### config.mk
export PLATFORM = sky130hd
export DESIGN_NAME = kernel_bank
export DESIGN_NICKNAME = d
export VERILOG_FILES = /design/src/rtl/conv_pkg.sv /design/src/rtl/kernel_bank.sv
export VERILOG_INCLUDE_DIRS = /design/src /design/src/rtl
export SDC_FILE = /design/constraint.sdc
export NUM_CORES = 1
export LEC_CHECK = 0
export BUFFER_PORTS_ARGS = -buffer_cell sky130_fd_sc_hd__buf_2
export CORE_MARGIN = 1
export CORE_UTILIZATION = 56
export CTS_BUF_LIST = sky130_fd_sc_hd__clkbuf_16
export CTS_CLUSTER_DIAMETER = 50
export DETAILED_ROUTE_END_ITERATION = 12
export PLACE_DENSITY = 0.76
export SLEW_MARGIN = 20
export SYNTH_ARGS = -nofsm -noshare
export SYNTH_HDL_FRONTEND = slang
export SYNTH_SLANG_ARGS = --single-unit
### constraint.sdc
create_clock -name clk -period 2.59 [get_ports clk]
set_input_delay 0.518 -clock clk [delete_from_list [all_inputs] [get_ports clk]]
set_output_delay 0.518 -clock clk [all_outputs]
set_load 0.01 [all_outputs]
### src/rtl/conv_config.svh
`ifndef CONV_CONFIG_SVH
`define CONV_CONFIG_SVH

//////////////////////////////
// Frame geometry
//////////////////////////////

// Pixels per row, square frame
`define CONV_IMAGE_WIDTH 16

`define CONV_IMAGE_SIZE (`CONV_IMAGE_WIDTH * `CONV_IMAGE_WIDTH)

// Enough bits to address one frame
`define CONV_ADDR_WIDTH 8

//////////////////////////////
// Channels and number format
//////////////////////////////

`define CONV_CHANNEL_NUM_OUT 4

`define CONV_CHAN_WIDTH 2

// Q8.8 for pixels, weights and biases
`define CONV_FRAC_BITS 8

`endif
### src/rtl/conv_pkg.sv
`default_nettype none

`include "conv_config.svh"

package conv_pkg;

	// Signed Q8.8 pixel, layer input and output
	typedef logic signed [15:0] pixel_t;

	// Signed Q8.8 weight or bias
	typedef logic signed [15:0] coef_t;

	// Full-width product of pixel and weight, Q16.16
	typedef logic signed [31:0] product_t;

	typedef logic [`CONV_ADDR_WIDTH-1:0] pixel_addr_t;

	typedef logic [`CONV_CHAN_WIDTH-1:0] chan_t;

endpackage

`default_nettype wire

### src/rtl/kernel_bank.sv
`timescale 1ns/10ps
`default_nettype none

`include "conv_config.svh"

module kernel_bank (
	input  logic            clk,
	input  logic            reset,
	input  logic            coef_wr,
	input  logic            coef_sel,
	input  conv_pkg::chan_t coef_chan,
	input  conv_pkg::coef_t coef_data,
	input  conv_pkg::chan_t rd_chan,
	output conv_pkg::coef_t rd_weight,
	output conv_pkg::coef_t rd_bias
);

	conv_pkg::coef_t weight_q [`CONV_CHANNEL_NUM_OUT];
	conv_pkg::coef_t bias_q   [`CONV_CHANNEL_NUM_OUT];

	// Host strobe writes the weight when sel is 0 and the bias when sel is 1
	always_ff @(posedge clk) begin
		if (reset) begin
			for (int i = 0; i < `CONV_CHANNEL_NUM_OUT; i++) begin
				weight_q[i] <= '0;
				bias_q[i]   <= '0;
			end
		end else if (coef_wr) begin
			if (coef_sel) begin
				bias_q[coef_chan] <= coef_data;
			end else begin
				weight_q[coef_chan] <= coef_data;
			end
		end
	end

	// Combinational read for the MAC
	assign rd_weight = weight_q[rd_chan];
	assign rd_bias   = bias_q[rd_chan];

endmodule

`default_nettype wire

# Yosys cells after proc, flatten, opt, wreduce, memory -nomap -nowiden
# Memory sizes are Yosys's and may differ from the RTL's.
# Index checks and enable logic that the tools add are counted.
[word_totals]
register_bits = 0
latchBits = 0
mem_bits_rw = 128
romBits = 0
input_bits = 24
out_inout_bits = 32
word_cells = 20
mem_count = 2
[memory_table]
columns = ["memory", "words", "word_bits", "read_ports", "rd_ports_with_merged_regs", "wr", "line_no", "text"]
rows = [
  ["bias_q", 4, 16, 1, 0, 4, "kernel_bank.sv:19", "conv_pkg::coef_t bias_q [`CONV_CHANNEL_NUM_OUT];"],
  ["weight_q", 4, 16, 1, 0, 4, "kernel_bank.sv:18", "conv_pkg::coef_t weight_q [`CONV_CHANNEL_NUM_OUT];"],
]
[classes]
add_sub_neg = 0
multipliers = 0
n_div = 0
magnitude_cmp = 0
n_eq_ne = 0
shift = 0
mux = 16
n_bitwise = 0
reduce_logical = 2
[ops]
columns = ["cell", "n"]
rows = [
  ["two-way mux 16 bit", 2],
  ["OR reduction 16 bit", 2],
  ["two-way mux 1 bit", 12],
  ["two-way mux 2 bit", 2],
]

# Longest topological paths before layout
# Gate-level depths: netlist of run 1.
[depth]
ltp_word = 6
depth_mapped = 4
mapped_depth_nobuf = 2

# Least setup slack after synthesis of run 1
# OpenSTA, ideal clock, no wires.
[synth_timing]
kind = "input to register"
startpoint = "input coef_chan[0]"
endpoint = "memory bias_q[2][0] in the netlist's numbering (enable)"
setup_time_ps = 392
arrival_ps = 1642
required_ps = 2198
path_slack_ps = 556
cell_stages = 3
n_path_buf = 1
cell_sequence = "buf_2 nand2b_1 o21bai_1"
[synth_lines]
columns = ["element", "line_no", "text"]
rows = [
  ["from (decl)", "kernel_bank.sv:11", "input conv_pkg::chan_t coef_chan,"],
  ["to (decl)", "kernel_bank.sv:19", ""],
]

# Worst setup path after layout of run 1
[layout_timing]
startpoint = "input rd_chan[0]"
endpoint = "output rd_weight[8]"
[layout_between]
elab_chain_cells = 1
[layout_lines]
columns = ["element", "line_no", "text"]
rows = [
  ["from (decl)", "kernel_bank.sv:13", "input conv_pkg::chan_t rd_chan,"],
  ["memory read (4 x 16 bit)", "n/a", ""],
  ["to (decl)", "kernel_bank.sv:14", "output conv_pkg::coef_t rd_weight,"],
]
# Every way passes these cells.

==> flow_summary_export.csv, run 1 <==
group,metric,value,unit
outcome,status,"finished clean",
route,vias,3325,
synth,synth.area.mux_share,13.0,%
die,io_pins,56,
power,p_clk_share,46.9,%
clock_tree,clockRootBuffer,"clkbuf_16",
power,power.internal,4310,uW
route,drc,0,
synth,syn-num-nets,390,
synth,syn_inst,366,
die,die_w,101,um
placement,dp_slack,437,ps
timing,period_share,82.6,%
placement,io_buffers,55,
setup_path,endpoint_kind,"output port",
synth,synth-simple-area-share,13.6,%
route,drt-initial-drc-count,320,
clock_tree,post_cts_buffers,0,
timing,tightest_slew,554,ps
global_routing,grt_max_degree,33,
clock_tree,clockBufferDepth,2,
setup_path,worstPathRequired,2070,ps
timing,fin_crit,2140,ps
synth,synth_compound_area_share,1.22,%
synth,yosys_warnings,0,
setup_path,critPathLaunchType,"input pin",
power,total_power,5470,uW
power,switchingPower,1160,uW
placement,place_congestion,0.830,
timing,finalSetupViolations,0,
layout,fin_nets,451,
route,vias_per_cell,5.84,
global_routing,grtUsageMet2,41.7,%
timing,fin_setup_tns,0,ps
synth,synthDistinctLibCells,21,
route,ant_nets,0,
timing,timing.fmax,0.467,GHz
global_routing,overflow,0,
layout,area_growth,19.1,%
layout,drive_gt1_share,33.2,%
synth,ys_ff_latch,128,
clock_tree,cts_max_level,4,
timing,hold_viol_final,0,
power,irDropWorstVdd,0.464,mV
timing,holdWs,522,ps
synth,ys_seq_area_share,69.4,%
synth,synth-edff-count,128,
layout,final_cells,569,
synth,synth_adder_area_share,0,%
min_path,hold_class,"in2reg",
power,netSwitchingFraction,21.2,%
timing,maxSlewHeadroom,63.1,%
global_routing,use_met3,5.18,%
timing,rsz0062_at_grt,"no",
clock_tree,clk_pin_slew,60,ps
setup_path,worstPathMaxFanout,32,
die,die-area,10300,sq um
clock_tree,cts_inserted_buffers,17,
die,initial_core_util,58.8,%
global_routing,grt_pass1_wl,19000,um
timing,maxSlewViolCount,0,
global_routing,groute.usage.overall,26.9,%
power,p_per_area,829,nW/um^2
placement,hpwl,7320,um
setup_path,worstPathArrival,1620,ps
route,wl,12400,um
global_routing,grtUsageMet1,37.0,%
clock_tree,cts_hold_buffers,0,
synth,netlist_area,5540,sq um
timing,setup_ws,451,ps
route,post_drt_wl_per_cell,21.7,um
die,die_y,101,um
layout,diodes,0,
synth,syn-mean-instance-area,15.1,sq um
setup_path,crit_type,"in2out",
clock_tree,cts_resized,0,
clock_tree,cts_tree,"built",
clock_tree,clock-sinks,128,
power,power_frac_seq,45.1,%
global_routing,grt_pass1_vias,3428,
die,num_rows,35,
global_routing,busiest_layer,"met2",
layout,final_cell_mix,"edfxtp_1 (128), nor2_1 (114), buf_2 (55)",
synth,ys.flop_type,"edfxtp_1",
global_routing,antenna_found_initial,0,
die,core,9420,sq um
synth,synth_top_family_by_area,"simple AND/OR/NAND/NOR gates",
job,drv_cap,0,
power,leakagePower,0.00235,uW
synth,async_flop_share,0,%
power,pwr-share-comb,8.0,%
placement,place_inst,537,
synth,synthXorXnorAreaFrac,0,%
route,dr.pass1.iters,5,
layout,layout_commonest_cell,"edfxtp_1",
-- layer usage --
| layer | routed length (um) | vias to the layer above |
|---|---|---|
| li1 | - | 1466 |
| met1 | 4920 | 1671 |
| met2 | 6340 | 174 |
| met3 | 870 | 14 |
| met4 | 239 | 0 |
| met5 | 0 | - |
-- state kept, by name, summed over array words and instances (netlist names) --
signal / cells
bias_q: 64
weight_q: 64
-- synth_stat cells, types with 2 or more instances --
cell | n | area [sq um]
nand2b_1 | 18 | 113
clkbuf_1 | 8 | 30.0
buf_4 | 4 | 30.0
buf_1 | 4 | 15.0
nor2_1 | 114 | 428
a31o_2 | 4 | 35.0
nor2_2 | 10 | 62.6
buf_6 | 3 | 33.8
o21bai_1 | 2 | 15.0
inv_1 | 3 | 11.3
nand4bb_1 | 3 | 33.8
buf_2 | 7 | 35.0
edfxtp_1 | 128 | 3840
mux4_2 | 32 | 721
nand2_1 | 16 | 60.1
nor3_1 | 5 | 25.0
-- worst max-delay path, stage by stage --
cell    delay, ps
buf_2         100
buf_12        260
mux4_2        550
buf_2         160
-- worst paths after layout --
path                 startpoint             to  slack, ps  cells past startpoint
setup / recovery     rd_chan[0]   rd_weight[8]        450                      4
hold / removal    coef_data[15]  bias_q[3][15]        520                      3
-- cells by family (layout without fill, tap and decap cells) --
kind of cell | count (synthesis) | count (layout)
AOI/OAI and AO/OA | 8 | 8
buffers and inverters | 29 | 103
DFF | 128 | 128
muxes | 32 | 32
and+or+nand+nor | 169 | 169
-- cell type report --
class                      count  area [sq um]
tap                          129           161
clock inverter                15           218
inverter                       3          11.3
clock buffer                  17           425
multi-input combinational    209          1540
fill                         622          2820
timing repair buffer          68           398
sequential                   128          3840
-- power by group through the flow --
stage	sequential [uW]	clock, uW	combinational (uW)
6_report	2470	2570	437
5_1_grt	2480	2670	468
4_1_cts	2470	2570	441
3_5_place_dp	2500	0	436
3_3_place_gp	2490	0	434
2_1_floorplan	2490	0	278
-- through the flow --
stage / util [%] / area (sq um)
global route: 70.1 / 6600
finish: 70.1 / 6600
global placement: 63.2 / 5950
floorplan: - / 5540
detailed placement: 63.2 / 5950
CTS: 70.1 / 6600
No activity file was read; power rests on OpenSTA's default activity.
==> run 2: changes to the inputs <==
--- a/config.mk
+++ b/config.mk
@@ -6,6 +6,7 @@
 export SDC_FILE = /design/constraint.sdc
 export NUM_CORES = 1
 export LEC_CHECK = 0
+export ABC_AREA = 1
 export BUFFER_PORTS_ARGS = -buffer_cell sky130_fd_sc_hd__buf_2
 export CORE_MARGIN = 1
 export CORE_UTILIZATION = 56
==> constraint.sdc (replaced) <==
create_clock -name clk -period 2.09 [get_ports clk]
set_input_delay 0.418 -clock clk [delete_from_list [all_inputs] [get_ports clk]]
set_output_delay 0.418 -clock clk [all_outputs]
set_load 0.01 [all_outputs]
==> run 2 against run 1 <==
Effect of this change: via count rose by 41%; cell area rose by 9.6%; largest cell class unchanged; combinational power rose by 46%; worst setup slack got worse by 200 ps; sequential share of layout area fell by 5.1 points; highest routed layer unchanged; synthesized area rose by 12%; global-route usage fell by 0.24 points; critical path depth rose by 2; non-clock buffer count rose by 11; sequential power rose by 23%; final cell count rose by 61%.
==> flow_summary_export.csv, run 2 <==
group,metric,value,unit
outcome,status,"finished clean",
clock_tree,cts_hold_buffers,0,
die,io_pins,56,
timing,maxSlewHeadroom,70.4,%
global_routing,antenna_found_initial,0,
route,post_drt_wl_per_cell,15.4,um
min_path,hold_class,"in2reg",
setup_path,worstPathArrival,1420,ps
timing,hold_viol_final,0,
clock_tree,clock-sinks,128,
layout,area_growth,16.4,%
timing,maxSlewViolCount,0,
power,p_per_area,898,nW/um^2
die,die-area,11500,sq um
synth,synth_area_leader_cell,"edfxtp_1",
power,irDropWorstVdd,0.463,mV
clock_tree,post_cts_buffers,0,
synth,syn_inst,701,
route,vias,4688,
setup_path,endpoint_kind,"output port",
synth,yosys-top-cells-count,"nand2_1 (165), inv_1 (164), edfxtp_1 (128), nor2_1 (97), nand3_1 (65)",
global_routing,grt_pass1_wl,22600,um
placement,io_buffers,55,
synth,synthDistinctLibCells,16,
die,core,10800,sq um
synth,syn-num-nets,725,
route,drc,0,
timing,rsz0062_at_grt,"no",
min_path,min_to,"bias_q[3][2]",
synth,ys_seq_area_share,61.9,%
route,wl_met2,7020,um
layout,n_fill_cell,827,
clock_tree,cts_tree,"built",
power,total_power,6490,uW
synth,yosys_warnings,0,
route,vias_per_cell,5.12,
timing,setup_ws,252,ps
die,die_w,107,um
timing,timing.fmax,0.544,GHz
clock_tree,cts_resized,0,
placement,hpwl,8780,um
clock_tree,clockBufferDepth,2,
route,wl,14100,um
global_routing,groute.usage.overall,26.6,%
min_path,hold-path-cell-count,3,
power,leakagePower,0.00356,uW
die,initial_core_util,57.3,%
synth,ys_top_cells_by_area,"edfxtp_1 (62%), nand2_1 (10%), inv_1 (9.9%)",
synth,synth-edff-count,128,
synth,ys.flop_type,"edfxtp_1",
timing,tightest_slew,444,ps
job,drv_cap,0,
global_routing,overflow,0,
layout,diodes,0,
setup_path,worstPathRequired,1670,ps
route,dr.pass1.iters,7,
synth,async_flop_share,0,%
timing,period_share,88.0,%
setup_path,crit_path_top_delay_cell,"buf_4",
setup_path,critPathLaunchType,"input pin",
layout,final_cell_mix,"inv_1 (167), nand2_1 (165), edfxtp_1 (128)",
layout,layout_commonest_cell,"inv_1",
min_path,min-delay-start,"coef_data[2]",
layout,top_regs,"bias_q (64), weight_q (64)",
route,drt-initial-drc-count,475,
route,met1Wirelength,5430,um
timing,finalSetupViolations,0,
placement,dp_slack,309,ps
layout,fin_nets,788,
route,maxUsedRoutingLayer,"met4",
timing,fin_crit,1840,ps
synth,ys_ff_latch,128,
die,die_y,107,um
route,ant_nets,0,
global_routing,grt_max_degree,64,
synth,netlist_area,6210,sq um
clock_tree,clockRootBuffer,"clkbuf_16",
setup_path,worstPathMaxFanout,40,
layout,drive_gt1_share,14.3,%
synth,synth.most_common_cell,"nand2_1",
setup_path,path_cells,"buf_2 -> buf_4 -> nand2_1 -> nand3_1 -> nand2_1 -> buf_2",
synth,synth_top_area_share,61.9,%
setup_path,slowest_delay,390,ps
setup_path,crit_type,"in2out",
route,routed-wl-met3,1170,um
global_routing,grt_pass1_vias,4740,
synth,syn-mean-instance-area,8.86,sq um
clock_tree,clk_pin_slew,50,ps
clock_tree,cts_inserted_buffers,17,
die,num_rows,38,
placement,place_congestion,0.843,
clock_tree,cts_max_level,4,
[run 2: layout make-up]
cell class	count	area (sq um)	area share [%]
flip-flops and latches	128	3840	53.2
well taps	140	175	2.42
inverters	168	631	8.72
clock inverters	13	131	1.82
multi-input cells	370	1560	21.5
repair buffers	79	468	6.47
clock buffers	17	425	5.88
[run 2: report_power, final]
| group | internal (uW) | switching [uW] | total (uW) |
|---|---|---|---|
| Sequential | 3000 | 44.4 | 3050 |
| Combinational | 202 | 438 | 640 |
| Clock | 1820 | 986 | 2810 |
| Total | 5030 | 1470 | 6490 |
[run 2: kinds of logic after synthesis]
| group | count (synthesis) | share of synthesized area, % |
|---|---|---|
| buffers and inverters | 203 | 13.0 |
| and+or+nand+nor | 364 | 24.6 |
| AOI/OAI and AO/OA | 6 | 0.484 |
| DFF | 128 | 61.9 |
[run 2: worst max path at each step]
stage / depth (start not counted) / to / from
floorplan: 3 / weight_q[1][0] / coef_wr
global placement: 6 / rd_bias[12] / rd_chan[0]
detailed placement: 6 / rd_bias[12] / rd_chan[0]
CTS: 6 / rd_bias[0] / rd_chan[0]
global route: 6 / rd_bias[10] / rd_chan[0]
finish: 6 / rd_bias[0] / rd_chan[0]
[run 2: layer usage]
metal	global-route usage (%)	up-vias
met2	45.3	197
met4	13.1	0
met5	0	-
li1	-	2289
met3	5.87	39
met1	32.1	2163
[run 2: stage by stage]
stage / TNS [ps] / cells / area (sq um) / util, % / hold slack (ps)
4_1_cts: 0 / 915 / 7230 / 66.7 / 394
6_report: 0 / 915 / 7230 / 66.7 / 403
3_3_place_gp: 0 / 885 / 6670 / 61.6 / 803
3_5_place_dp: 0 / 885 / 6670 / 61.6 / 810
5_1_grt: 0 / 915 / 7230 / 66.7 / 413
2_1_floorplan: -9970 / 701 / 6210 / - / 661
[run 2: worst max-delay path, delay by kind of cell]
kind                   cells  cell delay (ps)
buffers and inverters      3              640
and+or+nand+nor            3              340
