<file path="src/rtl/conv_config.svh">
`ifndef CONV_CONFIG_SVH
`define CONV_CONFIG_SVH

//////////////////////////////
// Frame geometry
//////////////////////////////

// Pixels per row, square frame
`define CONV_IMAGE_WIDTH 16

`define CONV_IMAGE_SIZE (`CONV_IMAGE_WIDTH * `CONV_IMAGE_WIDTH)

// Enough bits to address one frame
`define CONV_ADDR_WIDTH 8

//////////////////////////////
// Channels and number format
//////////////////////////////

`define CONV_CHANNEL_NUM_OUT 4

`define CONV_CHAN_WIDTH 2

// Q8.8 for pixels, weights and biases
`define CONV_FRAC_BITS 8

`endif
</file>
<file path="src/rtl/conv_pkg.sv">
`default_nettype none

`include "conv_config.svh"

package conv_pkg;

	// Signed Q8.8 pixel, layer input and output
	typedef logic signed [15:0] pixel_t;

	// Signed Q8.8 weight or bias
	typedef logic signed [15:0] coef_t;

	// Full-width product of pixel and weight, Q16.16
	typedef logic signed [31:0] product_t;

	typedef logic [`CONV_ADDR_WIDTH-1:0] pixel_addr_t;

	typedef logic [`CONV_CHAN_WIDTH-1:0] chan_t;

endpackage

`default_nettype wire

</file>
<file path="src/rtl/frame_replay_buffer.sv">
`timescale 1ns/10ps
`default_nettype none

`include "conv_config.svh"

module frame_replay_buffer (
	input  logic             clk,
	input  logic             reset,
	input  logic             in_valid,
	input  conv_pkg::pixel_t in_pixel,
	output logic             busy,
	output logic             rep_valid,
	output logic             rep_last,
	output conv_pkg::pixel_t rep_pixel,
	output conv_pkg::chan_t  rep_chan
);

	localparam logic [1:0] ST_CAPTURE = 2'd0;
	localparam logic [1:0] ST_REPLAY  = 2'd1;
	localparam logic [1:0] ST_DRAIN   = 2'd2;

	localparam conv_pkg::pixel_addr_t LAST_ADDR = conv_pkg::pixel_addr_t'(`CONV_IMAGE_SIZE - 1);
	localparam conv_pkg::chan_t LAST_CHAN = conv_pkg::chan_t'(`CONV_CHANNEL_NUM_OUT - 1);

	logic [1:0]            state;
	logic                  capture;
	logic                  reading;
	conv_pkg::pixel_addr_t cap_addr;

	logic                  wr_pend;
	conv_pkg::pixel_addr_t wr_addr;
	conv_pkg::pixel_t      wr_pixel;

	logic                  ram_en;
	logic                  ram_we;
	conv_pkg::pixel_addr_t ram_addr;
	conv_pkg::pixel_t      ram_dout;

	conv_pkg::pixel_addr_t rd_addr;
	conv_pkg::chan_t       rd_chan;
	logic                  rd_end_addr;

	logic                  tag_valid;
	logic                  tag_last;
	logic                  tag_hold;
	conv_pkg::chan_t       tag_chan;

	assign busy        = (state != ST_CAPTURE);
	assign reading     = (state == ST_REPLAY);
	assign capture     = in_valid && (state == ST_CAPTURE);
	assign rd_end_addr = (rd_addr == LAST_ADDR);

	//////////////////////////////
	// Capture side
	//////////////////////////////

	// Pixel and address wait one cycle before the RAM write
	always_ff @(posedge clk) begin
		if (reset) begin
			wr_pend <= 1'b0;
		end else begin
			wr_pend <= capture;
		end
	end

	always_ff @(posedge clk) begin
		if (capture) begin
			wr_pixel <= in_pixel;
			wr_addr  <= cap_addr;
		end
	end

	//////////////////////////////
	// Capture / replay FSM
	//////////////////////////////

	always_ff @(posedge clk) begin
		if (reset) begin
			state    <= ST_CAPTURE;
			cap_addr <= '0;
			rd_addr  <= '0;
			rd_chan  <= '0;
		end else begin
			case (state)
				ST_CAPTURE: begin
					if (capture) begin
						cap_addr <= cap_addr + 1'b1;
						if (cap_addr == LAST_ADDR) begin
							state   <= ST_REPLAY;
							rd_addr <= '0;
							rd_chan <= '0;
						end
					end
				end
				ST_REPLAY: begin
					rd_addr <= rd_addr + 1'b1;
					if (rd_end_addr) begin
						if (rd_chan == LAST_CHAN) begin
							state <= ST_DRAIN;
						end else begin
							rd_chan <= rd_chan + 1'b1;
						end
					end
				end
				// Last pixel leaves the RAM pipeline here
				ST_DRAIN: begin
					state    <= ST_CAPTURE;
					cap_addr <= '0;
				end
				default: state <= ST_CAPTURE;
			endcase
		end
	end

	//////////////////////////////
	// RAM port and read tags
	//////////////////////////////

	// The final pixel of a frame is never written, since the port already
	// reads address 0 on that cycle. Address 255 is served from wr_pixel
	assign ram_we   = wr_pend && (wr_addr != LAST_ADDR);
	assign ram_en   = ram_we || reading;
	assign ram_addr = reading ? rd_addr : wr_addr;

	pixel_ram pixel_ram_i (
		.clk  (clk),
		.en   (ram_en),
		.we   (ram_we),
		.addr (ram_addr),
		.din  (wr_pixel),
		.dout (ram_dout)
	);

	// Tags lined up with the one-cycle RAM latency
	always_ff @(posedge clk) begin
		if (reset) begin
			tag_valid <= 1'b0;
			tag_last  <= 1'b0;
		end else begin
			tag_valid <= reading;
			tag_last  <= reading && rd_end_addr && (rd_chan == LAST_CHAN);
		end
	end

	always_ff @(posedge clk) begin
		tag_chan <= rd_chan;
		tag_hold <= rd_end_addr;
	end

	assign rep_valid = tag_valid;
	assign rep_last  = tag_last;
	assign rep_chan  = tag_chan;
	assign rep_pixel = tag_hold ? wr_pixel : ram_dout;

	a_no_write_busy: assert property (@(posedge clk) disable iff (reset)
		ram_we |-> !busy)
		else $error("pixel RAM written during replay");

endmodule

`default_nettype wire

</file>
<file path="src/rtl/pixel_ram.sv">
`timescale 1ns/10ps
`default_nettype none

`include "conv_config.svh"

module pixel_ram (
	input  logic                  clk,
	input  logic                  en,
	input  logic                  we,
	input  conv_pkg::pixel_addr_t addr,
	input  conv_pkg::pixel_t      din,
	output conv_pkg::pixel_t      dout
);

	// One frame of storage
	conv_pkg::pixel_t mem [0:`CONV_IMAGE_SIZE-1];

	// Read-first single port, registered output
	always_ff @(posedge clk) begin
		if (en) begin
			if (we) begin
				mem[addr] <= din;
			end
			dout <= mem[addr];
		end
	end

endmodule

`default_nettype wire

</file>
<file path="config.mk">
export PLATFORM = sky130hd
export DESIGN_NAME = frame_replay_buffer
export DESIGN_NICKNAME = d
export VERILOG_FILES = /design/src/rtl/conv_pkg.sv /design/src/rtl/frame_replay_buffer.sv /design/src/rtl/pixel_ram.sv
export VERILOG_INCLUDE_DIRS = /design/src /design/src/rtl
export SDC_FILE = /design/constraint.sdc
export NUM_CORES = 2
export LEC_CHECK = 0
export BUFFER_PORTS_ARGS = -buffer_cell sky130_fd_sc_hd__buf_2
export CAP_MARGIN = 20
export CORE_MARGIN = 2
export CORE_UTILIZATION = 33
export CTS_BUF_LIST = sky130_fd_sc_hd__clkbuf_8
export CTS_CLUSTER_SIZE = 24
export DETAILED_ROUTE_END_ITERATION = 10
export PLACE_DENSITY = 0.44
export SYNTH_ARGS = -nofsm -noshare
export SYNTH_HDL_FRONTEND = slang
export SYNTH_SLANG_ARGS = --single-unit
</file>
<file path="constraint.sdc">
create_clock -name clk -period 7.24 [get_ports clk]
set_clock_uncertainty 0.15 [all_clocks]
set_input_delay 0 -clock clk [delete_from_list [all_inputs] [get_ports clk]]
set_output_delay 0 -clock clk [all_outputs]
set_load 0.02 [all_outputs]
</file>
---- Word-level counts from Yosys, hierarchy flattened ----
Memory sizes are Yosys's and may differ from the RTL's. A register that Yosys moved wholly into a read port is not among the register bits.
Cells that the tools add are included.
operators by class
  add/sub/neg operators ................... 3
  multipliers ............................. 0
  shifts and indexed selects .............. 0
  divide/modulo/power cells ............... 0
  equal/unequal tests ..................... 11
  $lt $le $gt $ge ......................... 0
  reduce and logical (&&, ||, !) cells .... 13
  bitwise logic cells ..................... 0
  multiplexer cells ....................... 20
operators with widths
  kind                   count
  $mux W8                4
  $pmux W8 S2            2
  $add A8 B1 Y8 const B  2
  $eq A8 B8 Y1 const B   2
  $mux W16               1
  $mux W2                8
  $ne A8 B8 Y1 const B   1
  $pmux W2 S2            2
  $ne A2 B1 Y1 const B   3
  $reduce_bool A2 Y1     3
  $reduce_and A5 Y1      1
  $eq A2 B2 Y1 const B   2
  $logic_and A1 B1 Y1    4
  $ne A2 B2 Y1 const B   2
  $reduce_and A4 Y1      1
  $mux W1                3
  $reduce_and A3 Y1      1
  $add A2 B1 Y2 const B  1
  $eq A2 B1 Y1 const B   1
  $logic_not A2 Y1       1
  $reduce_and A2 Y1      1
  $logic_or A1 B1 Y1     1
storage, ports and cells
  memory bits (writable) .................. 4096
  ROM bits ................................ 0
  output and inout bits ................... 21
  bits in latches ......................... 0
  flip-flop bits (word level) ............. 50
  word-level logic and storage cells ...... 59
  memories kept ........................... 1
  input port bits ......................... 19
memory list
  name             depth  width  rd ports  clocked after Yosys merged registers in  write ports  line             text
  pixel_ram_i.mem  256    16     1         1                                        1            pixel_ram.sv:16  conv_pkg::pixel_t mem [0:`CONV_IMAGE_SIZE-1];

---- Logic depth before layout (Yosys ltp) ----
  depth in word-level cells ............... 5
  mapped depth ............................ 12
  depth with buffers taken out ............ 8

---- Modules after synthesis ----
Synthesis repeated with hierarchy kept, for this count alone.
unflattened totals
  cell total of the unflattened synthesis .. 6904
  area, all modules ....................... 157453.5 µm²
modules (own cells, without submodules)
  module               area an instance (µm²)  cells each  times used  seq. area each (µm²)
  pixel_ram            155241.4                6704        1           123478.4
  frame_replay_buffer  2212.1                  200         1           1241.2

---- Worst setup path before layout ----
Ideal clock, no wire load.
  path kind ............................... register to register
  from .................................... register wr_pixel[0]
  to ...................................... memory pixel_ram_i.mem[0][0] (netlist bit), data pin
  cell stages (with the launch flop) ...... 1
  path buffers ............................ 0
  data required time ...................... 6.270 ns
  setup slack ............................. 3.031 ns
  arrival time ............................ 3.239 ns
  clock period less this slack ............ 4.209 ns
  cell sequence ........................... edfxtp_1
RTL lines
  item                    line                       text
  start, declared         frame_replay_buffer.sv:32  conv_pkg::pixel_t wr_pixel;
  start signal, assigned  frame_replay_buffer.sv:68  wr_pixel <= in_pixel;
  end, declared           pixel_ram.sv:16
No word-level cell before the write port.

---- Final worst setup path ----
  from .................................... register state[1]
  to ...................................... register pixel_ram_i.dout[9], read port of pixel_ram_i.mem, data pin
on the way
  longest elaborated chain between the ends .. 2
  elaborated cells between the ends (all ways) .. 3
  those cells by class .................... 1 x eq/ne; 1 x mux; 1 x reduce/logical
RTL lines
  item                                           line                                                    text
  start, declared                                frame_replay_buffer.sv:25                               logic [1:0] state;
  start signal, assigned                         frame_replay_buffer.sv:79                               state <= ST_CAPTURE;
  start signal, assigned                         frame_replay_buffer.sv:89                               state <= ST_REPLAY;
  start signal, assigned                         frame_replay_buffer.sv:99                               state <= ST_DRAIN;
  $eq A2 B1 Y1 *                                 frame_replay_buffer.sv:49                               assign reading = (state == ST_REPLAY);
  $mux W8 or $logic_or A1 B1 Y1 (tied branches)  frame_replay_buffer.sv:123, frame_replay_buffer.sv:122
  end, declared                                  pixel_ram.sv:12                                         output conv_pkg::pixel_t dout
Every way passes the cells marked *; elsewhere a longest branch is shown, timed or not.
A chain may end at the register's enable or synchronous reset.

==> summary.txt <==
STA
  • Max Fclk: 180 MHz
  • RSZ-0062 raised after global routing: false
  • Final hold vios: 0
  • Period Utilization, post-route: between 70% and 80%
  • Normalized max-slew margin: 11.4%
  • Setup_tns: 0 ns
  • Tightest Pin Transition: 1.31 ns
  • Finish-stage setup viols: 0
  • Final min period: 5.55 ns
  • Slew Viols, Final: 0
  • Hold WS: roughly 0.22 ns

Clock tree
  • Bufs on Longest Clock Path: 4
  • Post-CTS resize count: 0
  • Htree depth: 6
  • CTS tree: built
  • Setup Fix Bufs, Post-CTS: 0
  • Hold-fix buffers at CTS: 53
  • Sink Count: 4162
  • Clock-pin slew on the worst setup and hold paths: 0.06 ns
  • Clock Latency Late Sink: ~1.3 ns
  • Root Driver: clkbuf_8
  • Num CTS Buffers: 685

Setup path
  • Required @ worst endpoint: 8.07 ns
  • Worst-path fanout max: 31
  • Critical path buffers and inverters: 2
  • Cell with the largest stage delay on the worst path: o41ai_2
  • Critical Path Source Type: flop
  • Crit path DAT: between 6 and 7 ns
  • Critical path's most frequent cell: buf_4
  • CP endpoint kind: flop
  • Slowest stage delay, CP: ~0.97 ns
  • Worst path cell trace: nand2b_4 -> nor3b_1 -> a31oi_4 -> buf_4 -> buf_4 -> a21oi_1 -> o41ai_2 -> a41oi_1 -> or4_1
  • Crit-path leading delay family: compound AO/OA/AOI/OAI gates
  • Critical path type: reg -> reg

Pwr
  • Psw: 11.6 mW
  • Power Dens Cells: 271 nW/um^2
  • Leak Pwr: 54.3 nW
  • Clock Power Share: approximately two fifths
  • Flop pwr share: 55.2%
  • Maximum VDD drop: roughly 0.20 mV
  • Comb power frac: 5.6%
  • Sw Ratio: 24.0%
  • Design Power: ~48 mW
  • Cell-internal power: 36.6 mW

Logic synthesis
  • Ys async rst share: 0%
  • Sequential share of the synthesized area: 80.9%
  • Yosys cell types: 59
  • Syn Area/Cell: 17.8 sq um
  • EDFF count, synth: 4136
  • Post-synthesis register bit count: 4162
  • Synth Cell Area: 154000 sq um
  • Top_reg_cell synth: edfxtp_1
  • Synth Warn #: 0
  • Mapped Cells: approximately 8700
  • Syn nets: 8692

Detailed routing
  • Drt wl/cell: ~32 um
  • Number of vias per cell: 5.55
  • Final WL: 518 mm
  • Residual DRC count: 0
  • Via Count: 89600
  • Antenna Nets Post-Route: 0
  • TritonRoute pass-1 iters: 6
  • Iteration-0 DRC Markers: 10600

Floorplan
  • Die Area: 472000 sq um
  • Starting Density: 33.2%
  • Rows: 250
  • IO Pins: 40
  • Die width: 687 um
  • Core area: 464000 sq um
  • Height of the die: 687 um

Global route
  • Total routing usage reported by global routing: 21.2%
  • First-pass GRT wire length: between 700 and 800 mm
  • Vias in the first global route: 88600
  • Initial antenna violation count: 38
  • Grt ovf: 0
  • Largest net degree at the start of global routing: 157

Run status
  • Status: finished, final reports clean

Run
  • Max_cap viols: 0

Min path
  • Hold Crit Class: in -> reg

Placed design
  • Gp weighted congestion: 0.826
  • PortBufs: 39
  • Dpl hpwl: roughly 300 mm

Layout
  • Most common cell after layout, fill and taps aside: edfxtp_1
  • Area growth syn-to-layout: 15.4%
  • Layout cells sized above 1: 17.7%
  • Most frequent cells in the layout: edfxtp_1, a22oi_1, a21oi_1
  • Nets: about 9400
-- worst reg2reg max path: stages (launching register included) --
cell and delay (ns):
dfxtp_1 0.48, nand2b_4 0.48, nor3b_1 0.16, a31oi_4 0.63
buf_4 0.61, buf_4 0.45, a21oi_1 0.12, o41ai_2 0.97
a41oi_1 0.65, or4_1 0.60
-- cells by family (layout without fill, tap and decap cells) --
kind of cell,count (synthesis),count (layout),synth area share [%]
AOI/OAI and AO/OA,3429,3429,15.7
muxes,19,19,0.136
and+or+nand+nor,390,390,1.08
other,0,11,0
xor gates and xnor gates,9,9,0.0512
adders and majority gates,3,3,0.0244
DFF,4162,4162,80.9
buffers and inverters,658,1931,2.09
-- cell type report --
cell class | instances | area (sq um)
Sequential cell | 4162 | 125000
Timing Repair Buffer | 717 | 6250
Multi-Input combinational cell | 3850 | 26900
Clock buffer | 701 | 9650
Antenna cell | 11 | 27.5
Clock inverter | 504 | 2520
Fill cell | 42800 | 286000
Tap cell | 6174 | 7720
Inverter | 9 | 33.8
-- through the flow --
stage               util (%)  instances  cell area (sq um)  worst slack [ns]
detailed placement      35.6      14900             165000              1.61
floorplan                  -       8670             154000              3.03
global placement        35.5      14800             165000              1.02
global route            38.3      16100             178000              1.51
finish                  38.3      16100             178000              1.69
CTS                     38.3      16100             178000              1.60
-- layer usage --
layer | vias to the layer above | track usage, % | part of all wire [%]
li1 | 37900 | - | -
met2 | 3828 | 33.5 | 46
met5 | - | 0 | 0.022
met4 | 16 | 6.07 | 2.8
met3 | 693 | 4.00 | 7.5
met1 | 47100 | 30.0 | 43
-- synthesized netlist by cell type (4+ instances only) --
cell type	count	area [sq um]
buf_1	31	116
buf_4	9	67.6
or4_1	16	120
o21ai_0	7	35.0
nor2_1	284	1070
o31ai_1	4	30.0
nand4_1	7	43.8
nand3_1	11	55.1
clkbuf_1	359	1350
a22oi_2	102	1280
buf_6	57	642
edfxtp_1	4136	124000
inv_1	9	33.8
o41ai_1	249	2180
xor2_1	6	52.6
nand2_1	39	146
or3_1	4	25.0
a22oi_1	1947	14600
nand2b_1	8	50.1
buf_2	190	951
a41oi_1	64	561
dfxtp_1	26	521
mux2_2	16	180
a21oi_1	1028	5140
o41ai_2	8	130
-- flip-flops by register name, summed over array words and instances, names as in the netlist, 2 cells and up --
signal,flops
rep_chan,2
rd_addr,8
wr_addr,8
state,2
wr_pixel,16
rd_chan,2
pixel_ram_i.mem,4096
cap_addr,8
pixel_ram_i.dout,16
-- power by group through the flow --
stage / combinational [mW] / sequential (mW) / clock (mW)
floorplan: 1.29 / 27.3 / 0
global placement: 2.68 / 27.1 / 0
detailed placement: 2.71 / 27.1 / 0
CTS: 2.74 / 26.6 / 19.3
global route: 2.88 / 26.6 / 20.3
finish: 2.72 / 26.6 / 18.8
-- worst paths after layout --
kind | slack (ns) | from | to | cells after the start
worst max-delay path | 1.69 | state[1]$_SDFFE_PP0P_ | pixel_ram_i.dout[9]$_DFFE_PN_ | 9
worst min-delay path | 0.22 | in_valid | wr_pend$_SDFF_PP0_ | 5
worst max register to register | 1.69 | state[1]$_SDFFE_PP0P_ | pixel_ram_i.dout[9]$_DFFE_PN_ | 9
worst min register to register | 0.38 | cap_addr[1]$_SDFFE_PP0P_ | wr_addr[1]$_DFFE_PP_ | 0
Power figures use the tool's default switching activity.
