### src/rtl/conv_config.svh
`ifndef CONV_CONFIG_SVH
`define CONV_CONFIG_SVH

//////////////////////////////
// Frame geometry
//////////////////////////////

// Pixels per row, square frame
`define CONV_IMAGE_WIDTH 16

`define CONV_IMAGE_SIZE (`CONV_IMAGE_WIDTH * `CONV_IMAGE_WIDTH)

// Enough bits to address one frame
`define CONV_ADDR_WIDTH 8

//////////////////////////////
// Channels and number format
//////////////////////////////

`define CONV_CHANNEL_NUM_OUT 4

`define CONV_CHAN_WIDTH 2

// Q8.8 for pixels, weights and biases
`define CONV_FRAC_BITS 8

`endif
### src/rtl/conv_pkg.sv
`default_nettype none

`include "conv_config.svh"

package conv_pkg;

	// Signed Q8.8 pixel, layer input and output
	typedef logic signed [15:0] pixel_t;

	// Signed Q8.8 weight or bias
	typedef logic signed [15:0] coef_t;

	// Full-width product of pixel and weight, Q16.16
	typedef logic signed [31:0] product_t;

	typedef logic [`CONV_ADDR_WIDTH-1:0] pixel_addr_t;

	typedef logic [`CONV_CHAN_WIDTH-1:0] chan_t;

endpackage

`default_nettype wire

### src/rtl/pointwise_mac.sv
`timescale 1ns/10ps
`default_nettype none

`include "conv_config.svh"

module pointwise_mac (
	input  logic             clk,
	input  logic             reset,
	input  logic             rep_valid,
	input  logic             rep_last,
	input  conv_pkg::pixel_t rep_pixel,
	input  conv_pkg::chan_t  rep_chan,
	output conv_pkg::chan_t  rd_chan,
	input  conv_pkg::coef_t  rd_weight,
	input  conv_pkg::coef_t  rd_bias,
	output logic             out_valid,
	output logic             out_last,
	output conv_pkg::pixel_t out_pixel,
	output conv_pkg::chan_t  out_chan
);

	localparam int PIXEL_W = $bits(conv_pkg::pixel_t);
	localparam conv_pkg::product_t SAT_MAX = 2 ** (PIXEL_W - 1) - 1;
	localparam conv_pkg::product_t SAT_MIN = -(2 ** (PIXEL_W - 1));

	logic               s1_valid;
	logic               s1_last;
	conv_pkg::chan_t    s1_chan;
	conv_pkg::product_t s1_product;
	conv_pkg::coef_t    s1_bias;
	conv_pkg::product_t sum;

	//////////////////////////////
	// Stage 1, bank read and multiply
	//////////////////////////////

	assign rd_chan = rep_chan;

	always_ff @(posedge clk) begin
		if (reset) begin
			s1_valid <= 1'b0;
			s1_last  <= 1'b0;
		end else begin
			s1_valid <= rep_valid;
			s1_last  <= rep_last;
		end
	end

	always_ff @(posedge clk) begin
		s1_product <= conv_pkg::product_t'(rep_pixel) * conv_pkg::product_t'(rd_weight);
		s1_bias    <= rd_bias;
		s1_chan    <= rep_chan;
	end

	//////////////////////////////
	// Stage 2, rescale, bias and saturate
	//////////////////////////////

	// Arithmetic shift floors toward minus infinity
	assign sum = (s1_product >>> `CONV_FRAC_BITS) + conv_pkg::product_t'(s1_bias);

	always_ff @(posedge clk) begin
		if (reset) begin
			out_valid <= 1'b0;
			out_last  <= 1'b0;
		end else begin
			out_valid <= s1_valid;
			out_last  <= s1_last;
		end
	end

	always_ff @(posedge clk) begin
		out_chan <= s1_chan;
		if (sum > SAT_MAX) begin
			out_pixel <= SAT_MAX[PIXEL_W-1:0];
		end else if (sum < SAT_MIN) begin
			out_pixel <= SAT_MIN[PIXEL_W-1:0];
		end else begin
			out_pixel <= sum[PIXEL_W-1:0];
		end
	end

	a_last_valid: assert property (@(posedge clk) disable iff (reset)
		out_last |-> out_valid)
		else $error("out_last without out_valid");

endmodule

`default_nettype wire

### config.mk
export PLATFORM = sky130hd
export DESIGN_NAME = pointwise_mac
export DESIGN_NICKNAME = d
export VERILOG_FILES = /design/src/rtl/conv_pkg.sv /design/src/rtl/pointwise_mac.sv
export VERILOG_INCLUDE_DIRS = /design/src /design/src/rtl
export SDC_FILE = /design/constraint.sdc
export NUM_CORES = 1
export LEC_CHECK = 0
export ABC_CLOCK_PERIOD_IN_PS = 11600
export BUFFER_PORTS_ARGS = -buffer_cell sky130_fd_sc_hd__clkbuf_2
export CAP_MARGIN = 20
export CELL_PAD_IN_SITES_DETAIL_PLACEMENT = 1
export CELL_PAD_IN_SITES_GLOBAL_PLACEMENT = 1
export CORE_UTILIZATION = 30
export DETAILED_ROUTE_END_ITERATION = 8
export HOLD_SLACK_MARGIN = 0.12
export MAX_ROUTING_LAYER = met4
export PLACE_DENSITY_LB_ADDON = 0.25
export SLEW_MARGIN = 0
export SYNTH_ARGS = -nofsm -noshare
export SYNTH_HDL_FRONTEND = slang
export SYNTH_SLANG_ARGS = --single-unit
### constraint.sdc
create_clock -name clk -period 11.6 [get_ports clk]
set_clock_uncertainty 0.1 [all_clocks]
set_input_delay 1.74 -clock clk [delete_from_list [all_inputs] [get_ports clk]]
set_output_delay 1.74 -clock clk [all_outputs]
set_load 0.05 [all_outputs]
# After elaboration in Yosys (flattened, before gate mapping)
# Cells that the tools add are included.
# word_totals
ff_bits,72
word_cells,14
inputBits,54
# op_classes
n_addsub,1
mul,1
muxes,1
magnitude_cmp,2
# op_table
op,count
16-bit by 16-bit multiplier with 32-bit output,1
24-bit by 16-bit adder with 25-bit output,1
25-bit by 16-bit > comparator with 1-bit output (second input constant),1
25-bit by 16-bit less-than comparator with 1-bit output (second input constant),1
16-bit two-way mux,1

# Logic depth before layout (Yosys ltp)
# Gate-level depths: netlist of the first run.
# depth
depth_word,3
depth_mapped,23
ltp_nobuf,22

# Worst setup path after synthesis of the first run
# No wires, ideal clock.
# synth_path
path_kind,in2reg
from,input port rep_pixel[10]
to,register s1_product[23]
n_path_buf,1
t_arrival_ns,7.376
slack_ns,4.052
cell_stages,19
required_ns,11.428
cell_sequence,clkbuf_1 > nand2_1 > fa_1 > fa_1 > fa_1 > fa_1 > inv_1 > fa_1 > fa_1 > ha_1 > and3_1 > a2111oi_0 > o211ai_1 > a21oi_1 > o21ai_1 > o21a_1 > o41a_1 > a21oi_1 > xnor2_1
# synth_between
elab_chain_len,1
# synth_lines
element,line,source
"start, declared",pointwise_mac.sv:11,"input conv_pkg::pixel_t rep_pixel,"
16-bit by 16-bit multiplier with 32-bit output,pointwise_mac.sv:50,s1_product <= conv_pkg::product_t'(rep_pixel) * conv_pkg::product_t'(rd_weight);
"end signal, assigned",pointwise_mac.sv:50,
"end, declared",pointwise_mac.sv:29,conv_pkg::product_t s1_product;
# No other way between the ends.
# A chain may end at the register's enable or synchronous reset.

# Worst setup path in the final report of the first run
# layout_path
from,input port rep_pixel[7]
to,register s1_product[30]
# Same word-level chain as after synthesis.

==> results of run 1 <==
## worst register-to-register path: cells and delay by family, from the launching register on
kind / cells / cell delay, ps
and+or+nand+nor: 2 / 750
xor gates and xnor gates: 1 / 250
AOI/OAI and AO/OA: 6 / 1660
DFF: 1 / 540
adders and majority gates: 1 / 400
## through the flow
stage                     util [%]  cells  hold WS [ps]  setup WS [ps]  cell area (µm²)
after floorplan                  -   1308         209.6           4052            12300
after global placement       32.84   1870         209.5           3123            13170
after detailed placement     32.84   1870         215.0           2999            13170
after CTS                    33.65   1886         229.4           3358            13490
after global routing         33.65   1886         238.9           2973            13490
final                        33.65   1886         228.9           3411            13490
## metal layers
metal / track usage, % / vias to the layer above
li1: - / 4078
met1: 19.00 / 4545
met2: 32.72 / 103
met3: 1.145 / 38
met4: 4.318 / 0
met5: - / -
## sequential cells by signal, indices dropped and copies added, names as in the netlist
register,flops
s1_product,24
s1_valid,1
s1_bias,16
out_last,1
out_pixel,16
s1_chan,2
out_chan,2
s1_last,1
out_valid,1
## cell type report
| type | instances | area [µm²] | share of cell area (%) |
|---|---|---|---|
| multi-input cells | 915 | 9763 | 72.35 |
| clock inverters | 7 | 100.1 | 0.7418 |
| well taps | 525 | 656.9 | 4.868 |
| clock buffers | 9 | 225.2 | 1.669 |
| inverters | 291 | 1092 | 8.095 |
| repair buffers | 75 | 375.4 | 2.782 |
| flip-flops and latches | 64 | 1281 | 9.495 |
## cell usage in the layout (no fill, tap or decap), drive strengths merged, types with 14 or more instances in the layout
| master | instances |
|---|---|
| nand2 | 141 |
| a21oi | 44 |
| nor2 | 29 |
| o21ai | 29 |
| fa | 262 |
| xor2 | 17 |
| clkbuf | 84 |
| ha | 103 |
| nor3 | 14 |
| inv | 294 |
| and2 | 128 |
| xnor2 | 33 |
| dfxtp | 64 |
## kinds of logic (layout without fill, tap and decap cells)
family / Yosys count / after routing / share of synthesized area [%]
multiplexers: 1 / 1 / 0.08137
flip-flops: 64 / 64 / 10.41
AO/OA/AOI/OAI: 139 / 139 / 7.598
adder cells (fa/ha/maj): 365 / 365 / 53.11
buffers and inverters: 329 / 382 / 10.22
XOR/XNOR: 50 / 50 / 3.621
AND/OR/NAND/NOR: 360 / 360 / 14.95
## how the worst max path moves through the flow
stage | start | to | slack, ps | cells past startpoint
3_3_place_gp | rep_pixel[7] | s1_product[30]$_DFF_P_ | 3120 | 20
4_1_cts | rep_pixel[7] | s1_product[30]$_DFF_P_ | 3360 | 20
6_report | rep_pixel[7] | s1_product[30]$_DFF_P_ | 3410 | 20
2_1_floorplan | rep_pixel[10] | s1_product[23]$_DFF_P_ | 4050 | 19
3_5_place_dp | rep_pixel[7] | s1_product[30]$_DFF_P_ | 3000 | 20
5_1_grt | rep_pixel[7] | s1_product[30]$_DFF_P_ | 2970 | 20
==> impl_metrics.json, run 1 <==
{
  "dieArea_mm2": 0.04182,
  "met2WireLength_mm": 17.62,
  "synth-edff-count": 0,
  "synthTopCellsByArea": "fa_1 (43%), ha_1 (10%), dfxtp_1 (10%)",
  "routed.top_layer": "met4",
  "slowest_stage": "a2111oi_0",
  "initial_core_util_pct": 30.68,
  "maxCapViolCount": 0,
  "worstPathRequired_ps": 11760,
  "hold_viol_final": 0,
  "critPathMaxFanout": 16,
  "std_cell_rows": 73,
  "cp_cell_sequence": "clkbuf_2 > and2_1 > fa_1 > inv_1 > fa_1 > fa_1 > fa_1 > inv_1 > fa_1 > fa_1 > ha_1 > and3_1 > a2111oi_0 > o21ai_0 > o211ai_1 > a21oi_1 > o2111ai_1 > nand3b_1 > a21oi_1 > xnor2_1",
  "yosysTopAreaCellShare_pct": 42.64,
  "n_antenna_cell": 0,
  "postRouteAntennaNets": 0,
  "coreArea_mm2": 0.04010,
  "synth_seq_cells": 64,
  "hold_path_class": "reg2reg",
  "synthesis.area_mm2": 0.01230,
  "setup_tns_ps": 0,
  "critPathLaunchType": "input pin",
  "grt_max_degree": 17,
  "clk_transition_reported_paths_ps": 60,
  "die_w_um": 204.5,
  "dp_hpwl_mm": 26.78,
  "syn_nets": 1727,
  "ys_top_cells_by_count": "inv_1 (291), fa_1 (262), nand2_1 (141), and2_1 (128), ha_1 (103)",
  "reg2reg_to": "out_pixel[13]$_SDFF_PN1_",
  "cp_slowest_stage_delay_ps": 650,
  "synthCells": 1308,
  "relSlewSlack_pct": 52.96,
  "cts_tree": "built",
  "drt-initial-drc-count": 245,
  "cts.path.max_buffers": 2,
  "wl_met3_um": 640,
  "layout-drive-gt1-share_pct": 7.641,
  "crit_buf_inv": 3,
  "slew_viol_final": 0,
  "viasPerCell": 4.647,
  "cts-buffers-inserted": 9,
  "antenna_found_initial": 0,
  "grt_overflow_total": 0,
  "clk_latency_ps": 330,
  "yosysSeqAreaShare_pct": 10.41,
  "syn_area_per_cell_um2": 9.405,
  "numPortBuffers": 75,
  "cts_hold_buf": 0,
  "path_delay_family": "adder cells",
  "post_cts_resized": 0,
  "htree_levels": 3,
  "critPathKind": "in2reg",
  "ys.warnings.count": 0,
  "reg2reg_depth": 10,
  "hold_end": "out_chan[0]$_DFF_P_",
  "reg2reg_from": "s1_bias[15]$_DFF_P_",
  "arrival_ps": 8350,
  "root_buffer": "clkbuf_16",
  "hold_path_depth": 0,
  "setup_violations": 0,
  "status": "completed",
  "num-nets-final": 1775,
  "wl_met1_mm": 12.79,
  "worst_pin_slew_ps": 687.9,
  "synth-async-reset-ratio_pct": 0,
  "area_growth_syn_to_layout_pct": 9.693,
  "cts_sinks": 64,
  "reg2reg_slack_ps": 7740,
  "fillers": 4616,
  "synth_cell_types": 56,
  "post-cts-setup-buffers": 0,
  "gp_congestion": 0.8074,
  "post-synth-top-area-cell": "fa_1",
  "path_common_cell": "fa_1",
  "die_h_um": 204.5,
  "end_kind": "register",
  "vias": 8764,
  "drtPass1Iterations": 4,
  "max_freq_mhz": 122.1,
  "grt_pass1_wl_mm": 53.43,
  "drc": 0,
  "synth_ff_type": "dfxtp_1",
  "first_global_vias": 10370,
  "period_share_pct": 70.59,
  "ioPinCount": 76,
  "routedWlPerCell_um": 16.85,
  "synthMostInstantiatedCell": "inv_1",
  "fin_crit_ps": 8189,
  "wl_mm": 31.79,
  "grt_setup_unrepaired": "no",
  "min_from": "s1_chan[0]$_DFF_P_",
  "grt_use_total_pct": 17.09
}
Power of run 1 is not shown: default switching activity piles up to over one toggle a cycle in this logic, so the estimate is an artifact.
==> run 2: changes to the inputs <==
--- a/config.mk
+++ b/config.mk
@@ -6,7 +6,8 @@
 export SDC_FILE = /design/constraint.sdc
 export NUM_CORES = 1
 export LEC_CHECK = 0
-export ABC_CLOCK_PERIOD_IN_PS = 11600
+export ABC_AREA = 1
+export ABC_CLOCK_PERIOD_IN_PS = 6600
 export BUFFER_PORTS_ARGS = -buffer_cell sky130_fd_sc_hd__clkbuf_2
 export CAP_MARGIN = 20
 export CELL_PAD_IN_SITES_DETAIL_PLACEMENT = 1
==> constraint.sdc (replaced) <==
create_clock -name clk -period 6.6 [get_ports clk]
set_clock_uncertainty 0.1 [all_clocks]
set_input_delay 0.99 -clock clk [delete_from_list [all_inputs] [get_ports clk]]
set_output_delay 0.99 -clock clk [all_outputs]
set_load 0.05 [all_outputs]
==> impl_metrics.json, run 2 <==
{
  "synth-edff-count": 0,
  "drc": 0,
  "placed_cells": 2442,
  "cts_sinks": 64,
  "synthMostInstantiatedCell": "inv_1",
  "viasPerCell": 4.404,
  "routedWlPerCell_um": 15.00,
  "clk_latency_ps": 340,
  "dieArea_mm2": 0.04644,
  "drtPass1Iterations": 4,
  "grt_use_total_pct": 17.70,
  "synthCells": 1803,
  "setup_tns_ps": 0,
  "ys.warnings.count": 0,
  "yosysTopAreaCellShare_pct": 38.36,
  "path_common_cell": "fa_1",
  "htree_levels": 3,
  "max_freq_mhz": 159.7,
  "design_area_mm2": 0.01508,
  "synthesis.area_mm2": 0.01367,
  "first_global_vias": 12440,
  "dp_hpwl_mm": 32.95,
  "grt_max_degree": 17,
  "yosysSeqAreaShare_pct": 9.370,
  "coreArea_mm2": 0.04461,
  "critPathLaunchType": "input pin",
  "arrival_ps": 6420,
  "top_regs": "s1_product x24, out_pixel x16, s1_bias x16",
  "worst_pin_slew_ps": 542.0,
  "drt-initial-drc-count": 319,
  "numPortBuffers": 75,
  "ioPinCount": 76,
  "hold_path_class": "reg2reg",
  "largest_reg_flops": 24,
  "critPathMaxFanout": 12,
  "critPathKind": "in2reg",
  "n_antenna_cell": 0,
  "synth_ff_type": "dfxtp_1",
  "placed_area_mm2": 0.01477,
  "synth_cell_types": 36,
  "die_h_um": 215.5,
  "largest-register": "s1_product",
  "num-nets-final": 2280,
  "initial_core_util_pct": 30.66,
  "final_core_utilization_pct": 33.80,
  "root_buffer": "clkbuf_16",
  "relSlewSlack_pct": 63.83,
  "status": "completed",
  "grt_setup_unrepaired": "no",
  "grt_overflow_total": 0,
  "syn_area_per_cell_um2": 7.584,
  "cts_hold_buf": 0,
  "period_share_pct": 94.87,
  "synth_seq_cells": 64,
  "post-synth-top-area-cell": "fa_1",
  "cts-buffers-inserted": 9,
  "std_cell_rows": 77,
  "cts_tree": "built",
  "layout-drive-gt1-share_pct": 9.807,
  "gp_congestion": 0.8585,
  "area_growth_syn_to_layout_pct": 10.27,
  "die_w_um": 215.5,
  "end_kind": "register",
  "hold_path_depth": 0,
  "setup_violations": 0,
  "antenna_found_initial": 0,
  "slew_viol_final": 0,
  "maxCapViolCount": 0,
  "postRouteAntennaNets": 0,
  "worstPathRequired_ps": 6760,
  "vias": 10820,
  "hold_viol_final": 0,
  "post_cts_resized": 0,
  "mostFrequentLayoutCell": "inv_1",
  "final_cells": 2458,
  "fin_crit_ps": 6262,
  "cts.path.max_buffers": 2,
  "post-cts-setup-buffers": 0,
  "slowest_stage": "fa_1",
  "wl_mm": 36.88,
  "ys_top_cells_by_count": "inv_1 (531), nand2_1 (465), fa_1 (262), ha_1 (103), nor2_1 (65)",
  "synth-async-reset-ratio_pct": 0,
  "grt_pass1_wl_mm": 63.61,
  "cp_cell_sequence": "clkbuf_2 > buf_4 > nand2_1 > fa_1 > inv_1 > fa_1 > buf_4 > inv_1 > fa_1 > inv_1 > fa_1 > fa_1 > fa_1 > ha_1 > nand2_1 > nor2_1 > nand2_1 > nor3_1 > nand2_1 > o211ai_1 > xor2_1",
  "layout_common_cells": "inv_1 (531), nand2_1 (465), fa_1 (262)",
  "clk_transition_reported_paths_ps": 50,
  "reg2reg_depth": 14,
  "synthTopCellsByArea": "fa_1 (38%), inv_1 (15%), nand2_1 (13%)",
  "cp_slowest_stage_delay_ps": 570,
  "syn_nets": 2222
}
==> run 2: changes by cell type after synthesis, sizes merged, moves of 9 or more <==
cell,previous run,this run
xnor2,33,21
nor2,29,80
nand2,141,497
nand3,11,27
inv,291,537
and2,128,0
nand4,4,18
a21oi,44,53
xor2,17,29
clkbuf,32,55
a21o,13,2
==> run 2: cells by family after synthesis <==
group / Yosys count / synth area share (%)
AOI/OAI and AO/OA: 92 / 3.642
xor gates and xnor gates: 50 / 3.202
adders and majority gates: 365 / 47.78
buffers and inverters: 598 / 16.72
DFF: 64 / 9.370
and+or+nand+nor: 634 / 19.29
==> run 2: stage by stage <==
step	hold slack [ps]	setup slack (ps)
2_1_floorplan	209.6	336.0
3_3_place_gp	210.5	-184.1
3_5_place_dp	222.3	-150.5
4_1_cts	236.1	198.1
5_1_grt	238.3	41.83
6_report	238.8	338.3
==> run 2: worst paths after layout <==
| check | startpoint | endpoint | slack [ps] |
|---|---|---|---|
| setup reg to reg | s1_product[8]$_DFF_P_ | out_pixel[0]$_SDFF_PN1_ | 3550 |
| hold reg to reg | s1_chan[1]$_DFF_P_ | out_chan[1]$_DFF_P_ | 240 |
| setup / recovery | rep_pixel[15] | s1_product[29]$_DFF_P_ | 340 |
| hold / removal | s1_chan[1]$_DFF_P_ | out_chan[1]$_DFF_P_ | 240 |
==> run 2: metal layers <==
metal	up-vias	share of wire (%)	track usage [%]
met4	0	1.6	3.357
met3	32	2.7	1.635
met1	5411	47	23.06
met5	-	0	-
li1	5236	-	-
met2	145	49	30.02
==> run 2: worst max-delay path: cells and delay by family <==
family | cells | cell delay (ps)
adder cells (fa/ha/maj) | 7 | 3410
AND/OR/NAND/NOR | 6 | 920
buffers and inverters | 6 | 830
XOR/XNOR | 1 | 160
AO/OA/AOI/OAI | 1 | 90
==> run 2: layout make-up <==
cell class	instances	area, µm²
Clock buffer	12	256.5
Clock inverter	4	51.30
Fill cell	5467	29530
Inverter	538	2021
Multi-Input combinational cell	1141	10110
Sequential cell	64	1281
Tap cell	592	740.7
Timing Repair Buffer	107	620.6
Power of run 2 is left out for the same reason.
==> run 3: changes to the inputs <==
--- a/config.mk
+++ b/config.mk
@@ -16,7 +16,7 @@
 export DETAILED_ROUTE_END_ITERATION = 8
 export HOLD_SLACK_MARGIN = 0.12
 export MAX_ROUTING_LAYER = met4
-export PLACE_DENSITY_LB_ADDON = 0.25
+export PLACE_DENSITY = 0.62
 export SLEW_MARGIN = 0
 export SYNTH_ARGS = -nofsm -noshare
 export SYNTH_HDL_FRONTEND = slang
==> impl_metrics.json, run 3 (synthesized netlist as in run 2, its figures left out) <==
{
  "maxCapViolCount": 0,
  "drtPass1Iterations": 5,
  "layout_common_cells": "inv_1 (531), nand2_1 (465), fa_1 (261)",
  "die_h_um": 215.5,
  "cts-buffers-inserted": 9,
  "critPathKind": "in2reg",
  "end_kind": "register",
  "placed_cells": 2442,
  "initial_core_util_pct": 30.66,
  "cts_tree": "built",
  "grt_pass1_wl_mm": 64.74,
  "std_cell_rows": 77,
  "vias": 10920,
  "grt_use_total_pct": 18.01,
  "numPortBuffers": 75,
  "postRouteAntennaNets": 0,
  "first_global_vias": 12600,
  "largest-register": "s1_product",
  "die_w_um": 215.5,
  "routed.top_layer": "met4",
  "htree_levels": 3,
  "fin_crit_ps": 6337,
  "grt_overflow_total": 0,
  "n_antenna_cell": 0,
  "drt-initial-drc-count": 375,
  "wl_mm": 37.77,
  "routedWlPerCell_um": 15.37,
  "status": "completed",
  "coreArea_mm2": 0.04461,
  "mostFrequentLayoutCell": "inv_1",
  "post-cts-setup-buffers": 0,
  "setup_violations": 0,
  "clk_transition_reported_paths_ps": 60,
  "num-nets-final": 2280,
  "top_regs": "s1_product x24, out_pixel x16, s1_bias x16",
  "hold_viol_final": 0,
  "met2WireLength_mm": 18.82,
  "dp_hpwl_mm": 33.49,
  "relSlewSlack_pct": 56.87,
  "viasPerCell": 4.443,
  "max_freq_mhz": 157.8,
  "layout-drive-gt1-share_pct": 9.973,
  "slew_viol_final": 0,
  "worstPathRequired_ps": 6710,
  "dieArea_mm2": 0.04644,
  "root_buffer": "clkbuf_16",
  "hold_path_class": "reg2reg",
  "cts_sinks": 64,
  "critPathMaxFanout": 16,
  "ioPinCount": 76,
  "arrival_ps": 6450,
  "wl_met3_um": 866,
  "gp_congestion": 0.8707,
  "antenna_found_initial": 0,
  "largest_reg_flops": 24,
  "period_share_pct": 96.01,
  "drc": 0,
  "critPathLaunchType": "input pin",
  "worst_pin_slew_ps": 646.2,
  "grt_setup_unrepaired": "no",
  "wl_met1_mm": 17.18,
  "area_growth_syn_to_layout_pct": 10.30,
  "clk_latency_ps": 330,
  "grt_max_degree": 17,
  "cts.path.max_buffers": 2,
  "final_cells": 2457
}
[run 3: changes by cell type in the layout (fill, tap and decap cells not counted), moves of 2 or more]
cell / before / now
clkbuf_2: 70 / 73
buf_2: 3 / 1
a21boi_2: 0 / 2
clkbuf_8: 2 / 0
a21boi_1: 2 / 0
[run 3: layer usage]
metal | GRT usage (%) | vias to the layer above
met1 | 22.84 | 5490
met3 | 1.424 | 50
li1 | - | 5235
met5 | - | -
met4 | 4.397 | 0
met2 | 31.04 | 142
[run 3: critical path: stages]
cell and delay (ps):
clkbuf_2 310, nand2_1 170, inv_1 70, fa_1 530
inv_1 50, fa_1 480, fa_1 520, inv_1 50
fa_1 530, fa_1 500, inv_1 50, fa_1 470
inv_1 40, ha_1 350, a21oi_1 210, inv_1 60
a21oi_1 250, a21boi_2 290, nand2_1 180, nand3_1 130
nand2_1 70, xor2_1 140
[run 3: per-stage QoR]
step	hold WS (ps)	area [µm²]	setup TNS [ps]	worst slack, ps	util (%)
2_1_floorplan	209.6	13670	0	336.0	-
3_5_place_dp	218.9	14780	-875.2	-312.4	33.13
6_report	228.4	15080	0	263.1	33.81
3_3_place_gp	210.8	14780	-619.5	-293.3	33.13
5_1_grt	234.1	15080	0	16.03	33.81
4_1_cts	232.2	15060	0	34.18	33.77
[run 3: final timing paths]
path              slack (ps)                       to             startpoint  cells past startpoint
hold reg to reg          230      out_chan[1]$_DFF_P_     s1_chan[1]$_DFF_P_                      0
setup / recovery         260   s1_product[31]$_DFF_P_           rep_pixel[8]                     22
setup reg to reg        3610  out_pixel[0]$_SDFF_PN1_  s1_product[8]$_DFF_P_                     14
hold / removal           230      out_chan[1]$_DFF_P_     s1_chan[1]$_DFF_P_                      0
[run 3: layout make-up]
class	instances	area (µm²)
fillers	5473	29520
flip-flops and latches	64	1281
multi-input cells	1141	10120
repair buffers	107	630.6
well taps	592	740.7
clock buffers	10	229.0
clock inverters	5	57.56
inverters	538	2021
[run 3: what timing repair did]
action / in CTS / in global routing
endpoints found under the setup margin: 0 / 5
gates resized for setup: 0 / 9
hold buffers: 0 / 0
Power of run 3 is left out for the same reason.
